$ cat config.mk
export PLATFORM = sky130hd
export DESIGN_NAME = cart_load_top
export DESIGN_NICKNAME = d
export VERILOG_FILES = /design/src/design/cart_pkg.sv /design/src/design/load_pkg.sv /design/src/design/bank_mapper.sv /design/src/design/cart_load_top.sv /design/src/design/cheat_assembler.sv /design/src/design/dl_router.sv /design/src/design/header_sniffer.sv /design/src/design/stream_reg.sv
export SDC_FILE = /design/constraint.sdc
export NUM_CORES = 1
export LEC_CHECK = 0
export BUFFER_PORTS_ARGS = -buffer_cell sky130_fd_sc_hd__buf_2
export CAP_MARGIN = 25
export CORE_ASPECT_RATIO = 2
export CORE_MARGIN = 3
export CORE_UTILIZATION = 42
export CTS_CLUSTER_SIZE = 30
export DETAILED_ROUTE_END_ITERATION = 8
export GPL_TIMING_DRIVEN = 1
export PLACE_DENSITY = 0.69
export RECOVER_POWER = 25
export SKIP_LAST_GASP = 1
export SYNTH_ARGS = -nofsm -noshare
export SYNTH_HDL_FRONTEND = slang
export SYNTH_SLANG_ARGS = --single-unit
$ cat constraint.sdc
create_clock -name clk_sys -period 4.2 [get_ports clk_sys]
set_clock_uncertainty 0.1 [all_clocks]
set_input_delay 0 -clock clk_sys [delete_from_list [all_inputs] [get_ports clk_sys]]
set_output_delay 0 -clock clk_sys [all_outputs]
set_load 0.02 [all_outputs]
$ cat src/design/cart_pkg.sv
`default_nettype none

package cart_pkg;

	typedef enum logic [1:0] {
		JP = 2'd0,
		US = 2'd1,
		EU = 2'd2
	} region_t;

	// Results of the header scan, rom_mask covers address bits 23..13
	typedef struct packed {
		logic        hdr_ready;
		region_t     region;
		logic [10:0] rom_mask;
		logic        cart_mode;
		logic        pier_quirk;
	} cart_info_t;

	// Big endian fields, target_mcd picks the CD side patcher
	typedef struct packed {
		logic        target_mcd;
		logic [31:0] flags;
		logic [31:0] address;
		logic [31:0] compare;
		logic [31:0] replace;
	} cheat_code_t;

	// Mapper register write
	typedef struct packed {
		logic [2:0] offset;
		logic [4:0] data;
	} page_wr_t;

	////////////////////////////////////////////////////////////////////
	// Cartridge header layout
	////////////////////////////////////////////////////////////////////
	localparam logic [24:0] HDR_REGION_ADDR = 25'h1F0;
	localparam logic [24:0] HDR_ID_FIRST    = 25'h182;
	localparam logic [24:0] HDR_ID_LAST     = 25'h18C;

	localparam logic [63:0] PIER_ID_A = "T-574023";  // Reprint
	localparam logic [63:0] PIER_ID_B = "T-574013";  // First edition

endpackage

`default_nettype wire

$ cat src/design/load_pkg.sv
`default_nettype none

package load_pkg;

	// Host download session, index as sent by the host
	typedef struct packed {
		logic       active;
		logic [7:0] index;
	} dl_session_t;

	// One 16-bit download word and its byte address
	typedef struct packed {
		logic [24:0] addr;
		logic [15:0] data;
	} dl_word_t;

	// Word write toward ROM memory
	typedef struct packed {
		logic [23:0] addr;
		logic [15:0] data;
	} mem_wr_t;

	localparam logic [5:0]  IDX_ROM_MAX  = 6'd1;      // Low index bits 0 and 1 are ROM
	localparam logic [7:0]  IDX_CODE     = 8'hFF;     // Cheat file
	localparam int          IDX_CART_BIT = 6;         // Set for cart, clear for BIOS
	localparam logic [23:0] BIOS_BASE    = 24'h780000;

endpackage

`default_nettype wire

$ cat src/design/bank_mapper.sv
`timescale 1ns/100ps
`default_nettype none

module bank_mapper (
	input  logic                 clk_sys,
	input  logic                 rst_n,
	input  logic                 rom_active,
	input  cart_pkg::cart_info_t cart_info,
	input  logic                 page_valid,
	input  cart_pkg::page_wr_t   page_wr,
	input  logic [23:1]          cpu_addr,
	output logic [23:1]          rom_addr
);

	logic [4:0] bank [8];
	logic       big_rom;

	assign big_rom = |cart_info.rom_mask[10:9];  // Over 4 MB

	always_ff @(posedge clk_sys or negedge rst_n) begin
		if (!rst_n) begin
			for (int i = 0; i < 8; i++) begin
				bank[i] <= 5'(i);
			end
		end else if (rom_active) begin
			for (int i = 0; i < 8; i++) begin
				bank[i] <= 5'(i);
			end
		end else if (page_valid) begin
			if (cart_info.pier_quirk) begin
				// Special title only pages the top half, four bit banks
				if ((page_wr.offset != 3'd0) && !page_wr.offset[2]) begin
					bank[{1'b1, page_wr.offset[1:0]}] <= {1'b0, page_wr.data[3:0]};
				end
			end else if (big_rom && (page_wr.offset != 3'd0)) begin
				bank[page_wr.offset] <= page_wr.data;
			end
		end
	end

	////////////////////////////////////////////////////////////////////
	// CPU to ROM word address, 512 KB pages
	////////////////////////////////////////////////////////////////////
	assign rom_addr = {bank[cpu_addr[21:19]], cpu_addr[18:1]} &
		{cart_info.rom_mask, 12'hFFF};

endmodule

`default_nettype wire

$ cat src/design/cart_load_top.sv
`timescale 1ns/100ps
`default_nettype none

module cart_load_top (
	input  logic                  clk_sys,
	input  logic                  rst_n,
	input  load_pkg::dl_session_t session,
	input  logic                  dl_valid,
	output logic                  dl_ready,
	input  load_pkg::dl_word_t    dl_word,
	output logic                  mem_valid,
	input  logic                  mem_ready,
	output load_pkg::mem_wr_t     mem_wr,
	output logic                  code_valid,
	input  logic                  code_ready,
	output cart_pkg::cheat_code_t code,
	output cart_pkg::cart_info_t  cart_info,
	input  logic                  page_valid,
	input  cart_pkg::page_wr_t    page_wr,
	input  logic [23:1]           cpu_addr,
	output logic [23:1]           rom_addr
);

	import load_pkg::*;

	logic     rom_valid;
	logic     rom_ready;
	mem_wr_t  rom_wr;
	logic     cw_valid;        // Router side of the cheat stage
	logic     cw_ready;
	dl_word_t cw_word;
	logic     ca_valid;        // Assembler side
	logic     ca_ready;
	dl_word_t ca_word;
	logic     rom_seen;
	dl_word_t rom_seen_word;
	logic     rom_active;
	logic     cart_mode;

	dl_router u_router (
		.clk_sys         (clk_sys),
		.rst_n           (rst_n),
		.session         (session),
		.dl_valid        (dl_valid),
		.dl_ready        (dl_ready),
		.dl_word         (dl_word),
		.rom_valid       (rom_valid),
		.rom_ready       (rom_ready),
		.rom_wr          (rom_wr),
		.code_word_valid (cw_valid),
		.code_word_ready (cw_ready),
		.code_word       (cw_word),
		.rom_seen        (rom_seen),
		.rom_seen_word   (rom_seen_word),
		.rom_active      (rom_active),
		.cart_mode       (cart_mode)
	);

	// ROM word out to the memory port
	stream_reg #(.T(mem_wr_t)) u_mem_reg (
		.clk_sys   (clk_sys),
		.rst_n     (rst_n),
		.in_valid  (rom_valid),
		.in_ready  (rom_ready),
		.in_data   (rom_wr),
		.out_valid (mem_valid),
		.out_ready (mem_ready),
		.out_data  (mem_wr)
	);

	// Cheat words, one stage ahead of the assembler
	stream_reg #(.T(dl_word_t)) u_code_reg (
		.clk_sys   (clk_sys),
		.rst_n     (rst_n),
		.in_valid  (cw_valid),
		.in_ready  (cw_ready),
		.in_data   (cw_word),
		.out_valid (ca_valid),
		.out_ready (ca_ready),
		.out_data  (ca_word)
	);

	cheat_assembler u_cheat (
		.clk_sys    (clk_sys),
		.rst_n      (rst_n),
		.word_valid (ca_valid),
		.word_ready (ca_ready),
		.word       (ca_word),
		.code_valid (code_valid),
		.code_ready (code_ready),
		.code       (code)
	);

	header_sniffer u_sniffer (
		.clk_sys       (clk_sys),
		.rst_n         (rst_n),
		.rom_active    (rom_active),
		.cart_mode     (cart_mode),
		.rom_seen      (rom_seen),
		.rom_seen_word (rom_seen_word),
		.cart_info     (cart_info)
	);

	bank_mapper u_mapper (
		.clk_sys    (clk_sys),
		.rst_n      (rst_n),
		.rom_active (rom_active),
		.cart_info  (cart_info),
		.page_valid (page_valid),
		.page_wr    (page_wr),
		.cpu_addr   (cpu_addr),
		.rom_addr   (rom_addr)
	);

endmodule

`default_nettype wire

$ cat src/design/cheat_assembler.sv
`timescale 1ns/100ps
`default_nettype none

module cheat_assembler (
	input  logic                  clk_sys,
	input  logic                  rst_n,
	input  logic                  word_valid,
	output logic                  word_ready,
	input  load_pkg::dl_word_t    word,
	output logic                  code_valid,
	input  logic                  code_ready,
	output cart_pkg::cheat_code_t code
);

	logic take;

	assign word_ready = ~code_valid;  // Stall while a finished code waits
	assign take       = word_valid & word_ready;

	always_ff @(posedge clk_sys or negedge rst_n) begin
		if (!rst_n) begin
			code_valid <= 1'b0;
		end else if (take && (word.addr[3:0] == 4'd14)) begin
			code_valid <= 1'b1;
		end else if (code_ready) begin
			code_valid <= 1'b0;
		end
	end

	// Low half first for every 32-bit field
	always_ff @(posedge clk_sys) begin
		if (take) begin
			case (word.addr[3:0])
				4'd0:  code.flags[15:0]    <= word.data;
				4'd2:  code.flags[31:16]   <= word.data;
				4'd4:  code.address[15:0]  <= word.data;
				4'd6:  code.address[31:16] <= word.data;
				4'd8:  code.compare[15:0]  <= word.data;
				4'd10: code.compare[31:16] <= word.data;
				4'd12: code.replace[15:0]  <= word.data;
				4'd14: begin
					code.replace[31:16] <= word.data;
					code.target_mcd     <= code.address[31];
				end
				default: ;  // Odd offsets carry nothing
			endcase
		end
	end

endmodule

`default_nettype wire

$ cat src/design/dl_router.sv
`timescale 1ns/100ps
`default_nettype none

module dl_router (
	input  logic                   clk_sys,
	input  logic                   rst_n,
	input  load_pkg::dl_session_t  session,
	input  logic                   dl_valid,
	output logic                   dl_ready,
	input  load_pkg::dl_word_t     dl_word,
	output logic                   rom_valid,
	input  logic                   rom_ready,
	output load_pkg::mem_wr_t      rom_wr,
	output logic                   code_word_valid,
	input  logic                   code_word_ready,
	output load_pkg::dl_word_t     code_word,
	output logic                   rom_seen,
	output load_pkg::dl_word_t     rom_seen_word,
	output logic                   rom_active,
	output logic                   cart_mode
);

	import load_pkg::*;

	logic rom_dl;
	logic code_dl;
	logic rom_q;
	logic code_q;
	logic cart_q;
	logic rom_go;
	logic code_go;

	assign rom_dl  = session.active && (session.index[5:0] <= IDX_ROM_MAX);
	assign code_dl = session.active && (session.index == IDX_CODE);

	// Session kind settles one cycle before the first word is taken
	always_ff @(posedge clk_sys or negedge rst_n) begin
		if (!rst_n) begin
			rom_q  <= 1'b0;
			code_q <= 1'b0;
			cart_q <= 1'b0;
		end else begin
			rom_q  <= rom_dl;
			code_q <= code_dl;
			if (rom_dl) begin
				cart_q <= session.index[IDX_CART_BIT];  // Held after the download
			end
		end
	end

	assign rom_go  = rom_dl & rom_q;
	assign code_go = code_dl & code_q;

	assign rom_valid       = dl_valid & rom_go;
	assign code_word_valid = dl_valid & code_go;
	assign dl_ready        = (rom_go & rom_ready) | (code_go & code_word_ready);

	////////////////////////////////////////////////////////////////////
	// ROM word mapping
	////////////////////////////////////////////////////////////////////
	always_comb begin
		if (cart_q) begin
			rom_wr.addr = {2'b00, dl_word.addr[22:1]};
		end else begin
			rom_wr.addr = BIOS_BASE | {6'd0, dl_word.addr[18:1]};
		end
		rom_wr.data = {dl_word.data[7:0], dl_word.data[15:8]};  // Host sends little endian
	end

	assign code_word = dl_word;

	assign rom_seen      = rom_valid & rom_ready;
	assign rom_seen_word = dl_word;
	assign rom_active    = rom_q;
	assign cart_mode     = cart_q;

endmodule

`default_nettype wire

$ cat src/design/header_sniffer.sv
`timescale 1ns/100ps
`default_nettype none

module header_sniffer (
	input  logic                 clk_sys,
	input  logic                 rst_n,
	input  logic                 rom_active,
	input  logic                 cart_mode,
	input  logic                 rom_seen,
	input  load_pkg::dl_word_t   rom_seen_word,
	output cart_pkg::cart_info_t cart_info
);

	import cart_pkg::*;

	logic        rom_active_q;
	logic        rom_start;
	logic [63:0] cart_id;
	logic [7:0]  hdr_byte;

	assign rom_start = rom_active & ~rom_active_q;
	assign hdr_byte  = rom_seen_word.data[7:0];

	always_ff @(posedge clk_sys or negedge rst_n) begin
		if (!rst_n) begin
			rom_active_q         <= 1'b0;
			cart_info.hdr_ready  <= 1'b0;
			cart_info.region     <= JP;
			cart_info.rom_mask   <= '0;
			cart_info.cart_mode  <= 1'b0;
			cart_info.pier_quirk <= 1'b0;
		end else begin
			rom_active_q <= rom_active;

			// New ROM on the way, old header facts are stale
			if (rom_start) begin
				cart_info.hdr_ready  <= 1'b0;
				cart_info.region     <= JP;
				cart_info.pier_quirk <= 1'b0;
			end

			if (rom_seen) begin
				cart_info.cart_mode <= cart_mode;

				if (rom_seen_word.addr == HDR_REGION_ADDR) begin
					if (hdr_byte == "J") begin
						cart_info.region <= JP;
					end else if (hdr_byte == "U") begin
						cart_info.region <= US;
					end else begin
						cart_info.region <= EU;
					end
					cart_info.hdr_ready <= 1'b1;
				end

				if (cart_mode) begin
					// Size mask restarts with each image
					if (rom_seen_word.addr == '0) begin
						cart_info.rom_mask <= '0;
					end else begin
						cart_info.rom_mask <= cart_info.rom_mask | rom_seen_word.addr[23:13];
					end

					if (rom_seen_word.addr == HDR_ID_LAST) begin
						cart_info.pier_quirk <= (cart_id == PIER_ID_A) ||
							(cart_id == PIER_ID_B);
					end
				end
			end
		end
	end

	////////////////////////////////////////////////////////////////////
	// Cart ID capture, serial field starts mid word
	////////////////////////////////////////////////////////////////////
	always_ff @(posedge clk_sys) begin
		if (rom_seen && cart_mode) begin
			case (rom_seen_word.addr)
				HDR_ID_FIRST:          cart_id[63:56] <= rom_seen_word.data[15:8];
				HDR_ID_FIRST + 25'd2:  cart_id[55:40] <= {hdr_byte, rom_seen_word.data[15:8]};
				HDR_ID_FIRST + 25'd4:  cart_id[39:24] <= {hdr_byte, rom_seen_word.data[15:8]};
				HDR_ID_FIRST + 25'd6:  cart_id[23:8]  <= {hdr_byte, rom_seen_word.data[15:8]};
				HDR_ID_FIRST + 25'd8:  cart_id[7:0]   <= hdr_byte;
				default: ;
			endcase
		end
	end

endmodule

`default_nettype wire

$ cat src/design/stream_reg.sv
`timescale 1ns/100ps
`default_nettype none

module stream_reg #(
	parameter type T = logic
) (
	input  logic clk_sys,
	input  logic rst_n,
	input  logic in_valid,
	output logic in_ready,
	input  T     in_data,
	output logic out_valid,
	input  logic out_ready,
	output T     out_data
);

	// Free when empty or when the held entry leaves this cycle
	assign in_ready = ~out_valid | out_ready;

	always_ff @(posedge clk_sys or negedge rst_n) begin
		if (!rst_n) begin
			out_valid <= 1'b0;
		end else if (in_ready) begin
			out_valid <= in_valid;
		end
	end

	always_ff @(posedge clk_sys) begin
		if (in_valid && in_ready) begin
			out_data <= in_data;
		end
	end

endmodule

`default_nettype wire

Word-level counts from Yosys, hierarchy flattened:

Index checks and enable logic that the tools add are counted.

* register bits: 316
* bits of input ports: 87
* output and inout bits: 211
* logic and storage cells: 147

* $lt $le $gt $ge: 6
* equality and inequality tests: 20
* mux-type cells: 27
* bitwise logic cells: 21
* reduce and logical (&&, ||, !) cells: 34

Operator list (number)
* 40-bit two-way mux: 5
* 25-bit by 9-bit equality test with 1-bit output, second input constant: 7
* 64-bit by 63-bit equality test with 1-bit output, second input constant: 2
* 40-bit bitwise mux: 2
* 5-bit demux with 3-bit select: 2
* 2-bit AND reduction: 14
* 25-bit zero test: 1
* 23-bit bitwise AND: 1
* 23-bit two-way mux: 1
* 11-bit two-way mux: 2
* 5-bit two-way mux: 4
* 4-bit equality test, second input constant: 4
* 8-bit by 7-bit equality test with 1-bit output, second input constant: 2
* 16-bit two-way mux: 1
* 5-bit binary-select mux with 3-bit select: 1
* 4-bit greater-or-equal comparator, second input constant: 3
* 3-bit NOT with 4-bit output: 3
* 11-bit bitwise OR: 1
* 1-bit logical AND: 10
* 1-bit bitwise AND: 9
* 4-bit by 3-bit equality test with 1-bit output, second input constant: 2
* 8-bit equality test, second input constant: 1
* 4-bit by 1-bit < comparator with 1-bit output, second input constant: 2
* 6-bit by 1-bit <= comparator with 1-bit output, second input constant: 1
* other kinds (14): 27

Longest topological paths before layout:

Gate-level depths: netlist (run 1).

* depth after elaboration: 10
* depth in mapped cells: 7
* gate-level depth less buffers: 6

Modules after synthesis:

From an unflattened synthesis (run 1), not the netlist that was laid out.

* cells, all modules: 755
* area total of the unflattened synthesis: 12904.9 µm²

By module, submodules not included
* cheat_assembler: instances 1, cells each 145, area each 3987.6 µm², sequential area each 3898.7 µm²
* header_sniffer: instances 1, cells each 176, area each 2950.3 µm², sequential area each 2347.3 µm²
* bank_mapper: instances 1, cells each 205, area each 2327.2 µm², sequential area each 1016.0 µm²
* stream_reg at u_code_reg: instances 1, cells each 45, area each 1285.0 µm², sequential area each 1256.2 µm²
* stream_reg at u_mem_reg: instances 1, cells each 44, area each 1255.0 µm², sequential area each 1226.2 µm²
* dl_router: instances 1, cells each 140, area each 1099.8 µm², sequential area each 75.1 µm²

Least setup slack after synthesis (run 1):

Ideal clock, no wire load.

* kind: reg-to-reg
* start: register u_mem_reg.out_valid
* end: register u_sniffer.cart_id[10], enable pin
* library setup time: 0.437 ns
* arrival time: 2.985 ns
* required time: 3.663 ns
* setup slack: 0.678 ns
* stages on the path, launching flop included: 5
* buffers on the path: 0
* period minus slack after synthesis: 3.522 ns
* path through: dfrtp_1 nand2b_1 nand2_1 or4_1 nor4b_1

* cells in the longest elaborated chain, start to end: 5

Ends and longest elaborated chain
* start: declaration: line stream_reg.sv:12 `output logic out_valid,`
* start signal: assignment: line stream_reg.sv:24 `out_valid <= in_valid;`
* 1-bit NOT: line stream_reg.sv:18 `assign in_ready = ~out_valid | out_ready;`
* 1-bit bitwise OR: line stream_reg.sv:18
* 1-bit bitwise AND: line dl_router.sv:72 `assign rom_seen = rom_valid & rom_ready;`
* 1-bit logical AND: line header_sniffer.sv:77 `if (rom_seen && cart_mode) begin`
* 2-bit AND reduction (no source line)
* end signal: assignment: line header_sniffer.sv:82 `HDR_ID_FIRST + 25'd6: cart_id[23:8] <= {hdr_byte, rom_seen_word.data[15:8]};`
* end: declaration: line header_sniffer.sv:18 `logic [63:0] cart_id;`

Every way passes these cells.
A chain may end at the register's enable or synchronous reset.

Worst setup path after layout (run 1):

* start: input session[4] (netlist name)
* end: register u_mem_reg.out_data[13] (netlist name), enable pin

* cells in the longest elaborated chain, start to end: 5

Ends and longest elaborated chain
* start: declaration: line cart_load_top.sv:7 `input load_pkg::dl_session_t session,`
* 6-bit by 1-bit <= comparator with 1-bit output: line dl_router.sv:33 `assign rom_dl = session.active && (session.index[5:0] <= IDX_ROM_MAX);`
* 1-bit logical AND: line dl_router.sv:33
* net u_router.rom_dl: line dl_router.sv:25 `logic rom_dl;`
* 1-bit bitwise AND: line dl_router.sv:51 `assign rom_go = rom_dl & rom_q;`
* 1-bit bitwise AND: line dl_router.sv:54 `assign rom_valid = dl_valid & rom_go;`
* 1-bit logical AND: line stream_reg.sv:29 `if (in_valid && in_ready) begin`
* end signal: assignment: line stream_reg.sv:30 `out_data <= in_data;`
* end: declaration: line stream_reg.sv:14 `output T out_data`

The timed path passes the listed nets, and every way through them passes these cells.

==> impl_metrics.tcl, run 1 <==
set metrics [dict create \
    synth.top_cell.area_share_pct 68.1 \
    grt_max_degree 47 \
    wl_per_cell_um 19.5 \
    cpLargestDelayFamily "buffers and inverters" \
    status "complete, no violations" \
    clk_pin_slew_worst_paths_ns 0.07 \
    final_hold_viol_count 0 \
    hold_slack_ns 0.0283 \
    start_kind "primary input" \
    vias 6652 \
    worstPathRequired_ns 4.25 \
    drtAntennaViolNets 0 \
    grt_pass1_wl_um 39600 \
    place.gp.congestion 0.813 \
    finalNetCount 1059 \
    use_met1_pct 18.6 \
    start_util_pct 43.0 \
    synth.area.top_cells "edfxtp_1, dfrtp_1, dfstp_2" \
    io_pins 298 \
    die-area_mm2 0.0286 \
    worstPathArrival_ns 3.18 \
    worstSetupEndpointType "flop" \
    worstSetupPathType "in2reg" \
    fin_util_pct 56.5 \
    grt_antenna_before_repair 0 \
    htreeDepth 1 \
    met3_usage_pct 3.12 \
    design_area_mm2 0.0146 \
    gr-usage-met2_pct 35.4 \
    crit_buf_inv 6 \
    max_stage_delay_ns 0.80 \
    yosysMostFrequentCell "edfxtp_1" \
    drive_gt1_share_pct 34.6 \
    hold_class "in2reg" \
    ys_warn_count 0 \
    p_leak_nw 5.69 \
    hpwl_um 18200 \
    coreArea_mm2 0.0259 \
    die_h_um 236 \
    n_antenna_cell 0 \
    syn_area_mm2 0.0111 \
    track_usage_pct 18.2 \
    min_period_over_period_pct 74.5 \
    netlist_top_cells_count "edfxtp_1, nor2_1, dfrtp_1" \
    async_flop_share_pct 20.0 \
    numCtsBuffers 27 \
    path_cells "dlygate4sd3_1, buf_2, nor2_1, dlygate4sd3_1, nand2_1, dlygate4sd3_1, inv_1, nand4_2, inv_2" \
    netlist_instances 602 \
    drv_cap 0 \
    first_iter_violations 381 \
    crit_path_frequent_cell "dlygate4sd3_1" \
    yosysTopAreaCell "edfxtp_1" \
    overflow 0 \
    drc 0 \
    ir_drop_mv 0.297 \
    area.growth.synth_to_final_pct 31.4 \
    worst_slew_pin_slew_ns 1.34 \
    finalNonFillerCells 1333 \
    cts_tree "done" \
    place_inst 1200 \
    syn-num-nets 689 \
    numPortBuffers 270 \
    cts-resized-gates 0 \
    fp.dieW_um 121 \
    rows 83 \
    clkSinkCount 315 \
    clockBufferDepth 3 \
    slew_headroom_pct 10.6 \
    setup_tns_ns 0 \
    synth_flop_cell "edfxtp_1" \
    ys_seq_area_share_pct 82.4 \
    clockRootBuffer "clkbuf_16" \
    vias_per_cell 4.99 \
    ys_seq_elements 315 \
    fmax_mhz 320 \
    holdBufCountCts 81 \
    dpl-instance-area_mm2 0.0129 \
    synth_edf_count 252 \
    setup_viol 0 \
    period_needed_ns 3.13 \
    postCtsSetupBuffers 0 \
    slew_viol_final 0 \
    critPathMaxFanout 39 \
    clk_latency_ns 0.55 \
    powerDensity_mw_per_mm2 425 \
    drt_first_pass_iters 4 \
    syn_area_per_cell_um2 18.5 \
    grt-busiest-layer "met2" \
    wl_um 26100 \
    grt_pass1_vias 6934 \
    rsz0062_at_grt "no" \
    yosys.cell_types.count 51 \
    critPathSlowestCell "inv_2" \
]
kinds of logic after synthesis:
logic type / Yosys count / share of synthesized area (%)
buf+inv: 36 / 1.68
mux: 36 / 4.37
xor+xnor: 1 / 0.0788
compound gates: 36 / 2.13
other cells: 1 / 0.0337
flops: 315 / 82.4
simple gates: 177 / 9.32
layer usage:
layer	wire length [µm]	up-vias
li1	-	3015
met1	8670	3278
met2	14800	299
met4	966	0
met3	1590	60
met5	0	-
worst paths after layout:
check / from / depth (start not counted) / end / slack [ns]
worst max-delay path: session[4] / 9 / u_mem_reg.out_data[13] / 1.07
worst min-delay path: session[1] / 6 / u_sniffer.cart_info[0] / 0.03
worst max register to register: u_sniffer.cart_info[0] / 5 / u_mapper.bank[21] / 1.55
worst min register to register: u_cheat.code[95] / 0 / u_cheat.code[128] / 0.37
max in group asynchronous: rst_n / 4 / u_mapper.bank[38] / 2.35
min in group asynchronous: rst_n / 4 / u_sniffer.cart_info[9] / 0.54
flip-flops by register name, summed over array words and instances (netlist names):
register                count
u_cheat.code              129
u_sniffer.rom_active_q      1
u_code_reg.out_data        20
u_sniffer.cart_info        16
u_cheat.code_valid          1
u_router.code_q             1
u_mapper.bank              40
u_code_reg.out_valid        1
u_sniffer.cart_id          64
u_mem_reg.out_valid         1
u_router.rom_active         1
u_mem_reg.out_data         39
u_router.cart_mode          1
where the power goes:
| part | total (mW) | switching [mW] | internal (mW) | leakage, nW |
|---|---|---|---|---|
| clock | 2.51 | 1.12 | 1.39 | 0.430 |
| sequential | 3.43 | 0.0257 | 3.41 | 3.09 |
| combinational | 0.263 | 0.129 | 0.134 | 2.17 |
| total | 6.21 | 1.27 | 4.93 | 5.69 |
metrics by stage:
| step | worst slack [ns] | power (mW) |
|---|---|---|
| 2_1_floorplan | 0.678 | 3.60 |
| 3_3_place_gp | 1.50 | 3.69 |
| 3_5_place_dp | 1.52 | 3.69 |
| 4_1_cts | 1.07 | 6.25 |
| 5_1_grt | 0.862 | 6.42 |
| 6_report | 1.07 | 6.21 |
cell type report:
cell class	instances	area, µm²
flip-flops and latches	315	9160
well taps	340	425
fillers	1980	11300
clock inverters	21	223
clock buffers	29	683
inverters	10	37.5
repair buffers	367	2280
multi-input cells	251	1800
cell usage in the layout (no fill, tap or decap), drive strengths merged, types with 4 or more instances in the layout:
master / instances
a21oi: 13
inv: 17
nor2b: 17
dfstp: 12
buf: 252
clkinv: 6
nor4bb: 4
a211o: 12
nor3: 7
clkbuf: 64
nand3: 5
nor4: 8
nor2: 56
nor4b: 6
mux4: 10
o21ai: 6
mux2i: 26
nand4: 9
dfrtp: 51
nand2b: 13
nand3b: 6
dlygate4sd3: 80
clkinvlp: 5
edfxtp: 252
and2: 7
nand2: 20
worst reg2reg max path: cells and delay by family, from the launching register on:
kind	cells	cell delay [ns]
simple gates	3	1.16
buf+inv	1	0.55
flops	1	0.49
compound gates	1	0.27
Note: power is estimated with default switching activity, not from simulation.
==> run 2: changes to the inputs <==
==> constraint.sdc (replaced) <==
create_clock -name clk_sys -period 3.14 [get_ports clk_sys]
set_clock_uncertainty 0.1 [all_clocks]
set_input_delay 0 -clock clk_sys [delete_from_list [all_inputs] [get_ports clk_sys]]
set_output_delay 0 -clock clk_sys [all_outputs]
set_load 0.02 [all_outputs]
==> run 2 against run 1 <==
The run now ends with capacitance limit, slew limit left; utilization decreased by 0.50 points; worst hold slack better by 0.053 ns; register-to-register slack worse by 1.3 ns; largest power group unchanged; count of clock-buffer cells in the layout grew 1; sequential share of layout area is 0.56 points higher; critical path depth down 1; critical path type is now reg2reg; cell count did not move; sequential power increased by 34%; final area fell by 0.89%; wire length is 1.4% higher; power increased by 28%.
==> impl_metrics.tcl, run 2 (synthesized netlist as in run 1, its figures left out) <==
set metrics [dict create \
    reg2reg_from "u_router.rom_active" \
    vias_per_cell 4.97 \
    track_usage_pct 18.4 \
    largest_reg_flops 129 \
    finalNonFillerCells 1333 \
    reg2reg_to "u_sniffer.cart_info[10]" \
    clockBufferDepth 3 \
    area.growth.synth_to_final_pct 30.2 \
    period_needed_ns 2.92 \
    violations "capacitance limit, slew limit" \
    place.gp.congestion 0.776 \
    drtAntennaViolNets 0 \
    min_period_over_period_pct 92.9 \
    rsz0062_at_grt "no" \
    coreArea_mm2 0.0259 \
    clk_latency_ns 0.55 \
    worstHoldEndpoint "u_cheat.code_valid" \
    final_hold_viol_count 0 \
    hold_slack_ns 0.0811 \
    cts_tree "done" \
    start_util_pct 43.0 \
    clockRootBuffer "clkbuf_16" \
    reg_top3 "u_cheat.code (129), u_sniffer.cart_id (64), u_mapper.bank (40)" \
    hold_class "in2reg" \
    numCtsBuffers 26 \
    slew_viol_final 64 \
    drv_cap 1 \
    worstSetupPathType "reg2reg" \
    wl_met3_um 1700 \
    layout_common_cells "edfxtp_1, buf_2, dlygate4sd3_1, dfrtp_1, nor2_1" \
    grt_max_degree 64 \
    fin_util_pct 56.0 \
    grt_antenna_before_repair 0 \
    die-area_mm2 0.0286 \
    fp.dieW_um 121 \
    drc 0 \
    fmax_mhz 343 \
    io_pins 298 \
    postCtsSetupBuffers 0 \
    regMostFlops "u_cheat.code" \
    worstPathArrival_ns 3.31 \
    overflow 0 \
    setup_tns_ns 0 \
    total_power_mw 7.91 \
    met2_length_um 14900 \
    wl_um 26400 \
    start_kind "flop" \
    wl_met1_um 8890 \
    place_inst 1204 \
    r2r_cells 8 \
    hpwl_um 18100 \
    htreeDepth 1 \
    worst_slew_pin_slew_ns 1.57 \
    vias 6621 \
    min-delay-start "code_ready" \
    slew_headroom_pct -4.78 \
    setup_viol 0 \
    numPortBuffers 270 \
    powerDensity_mw_per_mm2 547 \
    clk_pin_slew_worst_paths_ns 0.07 \
    layout_commonest_cell "edfxtp_1" \
    rows 83 \
    finalNetCount 1061 \
    grt_pass1_vias 6827 \
    worstSetupEndpointType "flop" \
    first_iter_violations 295 \
    ir_drop_mv 0.402 \
    die_h_um 236 \
    worstPathRequired_ns 3.53 \
    p_leak_nw 5.65 \
    critPathMaxFanout 45 \
    drive_gt1_share_pct 33.9 \
    wl_per_cell_um 19.8 \
    clkSinkCount 315 \
    grt_pass1_wl_um 39900 \
    status "finished with violations" \
    routed.top_layer "met4" \
    n_antenna_cell 0 \
    regToRegSetupSlack_ns 0.22 \
    drt_first_pass_iters 4 \
    hold_depth 3 \
]
==> run 2: cell count changes in the layout (fill, tap and decap cells not counted), sizes merged <==
cell         before  now
clkbuf           64   66
clkinvlp          5    2
dlygate4sd3      80   82
clkinv            6   14
bufinv            3    0
inv              17   11
==> run 2: metrics by stage <==
step	setup WS [ns]	area, µm²
finish	0.224	14500
global placement	0.456	12900
floorplan	0.399	11100
CTS	0.186	14500
detailed placement	0.425	12900
global route	0.0387	14500
==> run 2: layout make-up <==
| class | instances | area [µm²] |
|---|---|---|
| clock buffer | 30 | 666 |
| inverter | 10 | 37.5 |
| fill | 2008 | 11400 |
| timing repair buffer | 370 | 2270 |
| sequential | 315 | 9160 |
| multi-input combinational | 251 | 1810 |
| clock inverter | 17 | 109 |
| tap | 340 | 425 |
==> run 2: worst max path at each step <==
stage | startpoint | endpoint | slack, ns | cells past startpoint
6_report | u_router.rom_active | u_sniffer.cart_info[10] | 0.22 | 8
5_1_grt | session[1] | u_sniffer.cart_info[10] | 0.04 | 11
4_1_cts | session[1] | u_sniffer.cart_info[10] | 0.19 | 11
3_5_place_dp | dl_word[29] | u_sniffer.cart_id[19] | 0.43 | 6
3_3_place_gp | dl_word[29] | u_sniffer.cart_id[18] | 0.46 | 6
2_1_floorplan | u_mem_reg.out_valid | u_sniffer.cart_id[10] | 0.40 | 4
==> run 2: where the power goes <==
part	total, mW	switching (mW)	internal, mW
clock network	2.97	1.43	1.54
registers	4.59	0.0338	4.56
logic	0.351	0.174	0.177
==> run 2: per-layer routing <==
metal  track usage, %  vias to the layer above
met5                0                        -
met4             7.70                        0
met3             2.86                       55
met2             35.4                      310
met1             19.3                     3247
li1                 -                     3009
==> run 2: worst max-delay path, stage by stage (launching register included) <==
cell,delay (ns)
dfrtp_1,0.35
buf_4,0.40
nand4_1,0.28
nor2_1,0.17
buf_4,0.22
a21oi_1,0.09
dlygate4sd3_1,0.57
nor2_1,0.11
dlygate4sd3_1,0.55
==> run 2: what timing repair did <==
action,4_1_cts,5_1_grt
hold endpoints to repair,302,0
hold buffers,82,0
resized for setup,0,1
endpoints found under the setup margin,0,1
==> run 3: changes to the inputs <==
--- a/config.mk
+++ b/config.mk
@@ -7,13 +7,15 @@
 export LEC_CHECK = 0
 export BUFFER_PORTS_ARGS = -buffer_cell sky130_fd_sc_hd__buf_2
 export CAP_MARGIN = 25
+export CELL_PAD_IN_SITES_DETAIL_PLACEMENT = 2
+export CELL_PAD_IN_SITES_GLOBAL_PLACEMENT = 2
 export CORE_ASPECT_RATIO = 2
 export CORE_MARGIN = 3
-export CORE_UTILIZATION = 42
+export CORE_UTILIZATION = 37
 export CTS_CLUSTER_SIZE = 30
 export DETAILED_ROUTE_END_ITERATION = 8
 export GPL_TIMING_DRIVEN = 1
-export PLACE_DENSITY = 0.69
+export PLACE_DENSITY = 0.82
 export RECOVER_POWER = 25
 export SKIP_LAST_GASP = 1
 export SYNTH_ARGS = -nofsm -noshare
==> run 3 against run 2 <==
The flow now finishes without violations; largest power group unchanged; worst setup slack lost 0.047 ns; critical path type is now in2reg; non-clock buffer count grew 3; final area grew 1.9%; sequential share of layout area shrank 1.2 points; wire length grew 60%.
==> impl_metrics.tcl, run 3 (synthesized netlist as in run 1, its figures left out) <==
set metrics [dict create \
    layout_common_cells "edfxtp_1, buf_2, dlygate4sd3_1, dfrtp_1, nor2_1" \
    start_util_pct 37.7 \
    io_pins 298 \
    p_leak_nw 5.77 \
    reg2reg_to "u_mapper.bank[21]" \
    wl_per_cell_um 31.0 \
    layout_commonest_cell "edfxtp_1" \
    die-area_mm2 0.0323 \
    worst-path-stages 8 \
    p_switching_mw 1.87 \
    worstSetupPathType "in2reg" \
    finalNonFillerCells 1366 \
    critPathMaxFanout 16 \
    endpoint "u_sniffer.cart_id[14]" \
    rsz0062_at_grt "no" \
    wl_um 42400 \
    place.gp.congestion 0.774 \
    die_h_um 251 \
    track_usage_pct 26.0 \
    min_period_over_period_pct 94.4 \
    reg2reg_from "u_sniffer.cart_info[0]" \
    slew_viol_final 0 \
    ir_drop_mv 0.441 \
    rows 89 \
    worstPathRequired_ns 3.27 \
    drv_cap 0 \
    hold_slack_ns 0.113 \
    hold_class "in2reg" \
    drc 0 \
    period_needed_ns 2.96 \
    cpLargestDelayFamily "buffers and inverters" \
    start_kind "primary input" \
    status "complete, no violations" \
    htreeDepth 1 \
    largest_reg_flops 129 \
    design_area_mm2 0.0148 \
    vias_per_cell 5.22 \
    clk_pin_slew_worst_paths_ns 0.07 \
    dpl-instance-area_mm2 0.0130 \
    overflow 0 \
    coreArea_mm2 0.0295 \
    drtAntennaViolNets 0 \
    clk_latency_ns 0.55 \
    cts_tree "done" \
    path_cells "dlygate4sd3_1, buf_2, nor4b_1, dlygate4sd3_1, nand2_1, or4_1, nor4b_2, buf_4" \
    clockBufferDepth 3 \
    vias 7124 \
    fp.dieW_um 129 \
    clkSinkCount 315 \
    grt_max_degree 46 \
    fmax_mhz 337 \
    p_clk_share_pct 42.6 \
    numCtsBuffers 29 \
    r2r_cells 5 \
    finalNetCount 1067 \
    area.growth.synth_to_final_pct 32.7 \
    setup_viol 0 \
    drive_gt1_share_pct 34.8 \
    grt_pass1_vias 8361 \
    reg_top3 "u_cheat.code (129), u_sniffer.cart_id (64), u_mapper.bank (40)" \
    critPathSlowestCell "or4_1" \
    postCtsSetupBuffers 0 \
    place_inst 1230 \
    p_int_mw 6.83 \
    numPortBuffers 270 \
    grt_antenna_before_repair 0 \
    worstPathArrival_ns 3.10 \
    powerDensity_mw_per_mm2 590 \
    regMostFlops "u_cheat.code" \
    slew_headroom_pct 47.0 \
    crit_path_frequent_cell "dlygate4sd3_1" \
    crit_buf_inv 4 \
    total_power_mw 8.70 \
    drt_first_pass_iters 6 \
    worstSetupEndpointType "flop" \
    worst_slew_pin_slew_ns 0.790 \
    final_hold_viol_count 0 \
    max_stage_delay_ns 0.65 \
    power_frac_seq_pct 52.8 \
    sw_frac_of_total_pct 21.5 \
    startpoint "session[2]" \
    hpwl_um 27900 \
    combPwrFrac_pct 4.6 \
    n_antenna_cell 0 \
    grt_pass1_wl_um 60600 \
    setup_tns_ns 0 \
    first_iter_violations 373 \
    regToRegSetupSlack_ns 0.38 \
    clockRootBuffer "clkbuf_16" \
]
-- run 3: routing by layer --
| layer | GRT usage [%] | part of all wire, % | vias to the layer above |
|---|---|---|---|
| li1 | - | - | 3031 |
| met2 | 50.1 | 56 | 367 |
| met1 | 27.9 | 34 | 3638 |
| met4 | 8.62 | 3.7 | 0 |
| met3 | 4.57 | 6.2 | 88 |
| met5 | 0 | 0 | - |
-- run 3: how the worst min path moves through the flow --
stage | start | end | slack (ns) | cells after the start
after floorplan | rst_n | u_cheat.code_valid | -0.40 | 0
after global placement | cpu_addr[10] | rom_addr[10] | -0.1 | 0
after detailed placement | cpu_addr[10] | rom_addr[10] | -0.1 | 0
after CTS | dl_word[28] | u_mem_reg.out_data[27] | 0.06 | 2
after global routing | dl_word[27] | u_mem_reg.out_data[26] | 0.12 | 2
final | dl_word[27] | u_mem_reg.out_data[26] | 0.11 | 2
-- run 3: power by group through the flow --
stage                     registers (mW)  logic (mW)  clock network (mW)
after global routing                4.60       0.426                3.92
after CTS                           4.59       0.390                3.72
after global placement              4.68       0.261                   0
after detailed placement            4.68       0.281                   0
after floorplan                     4.67       0.137                   0
final                               4.59       0.397                3.71
-- run 3: what timing repair did --
item | CTS | global route
endpoints found under the hold margin | 223 | 0
gates resized for setup | 0 | 0
hold buffers | 82 | 0
-- run 3: cell type report --
class / count / area (µm²)
Clock buffer: 41 / 831
Sequential cell: 315 / 9160
Multi-Input combinational cell: 251 / 1800
Fill cell: 2717 / 14800
Clock inverter: 12 / 143
Timing Repair Buffer: 373 / 2330
Inverter: 10 / 37.5
Tap cell: 364 / 455
-- run 3: metrics by stage --
stage | setup WS [ns] | util, %
after floorplan | 0.399 | -
after global placement | 0.662 | 43.9
after detailed placement | 0.543 | 43.9
after CTS | 0.177 | 50.1
after global routing | 0.0753 | 50.0
final | 0.177 | 50.0
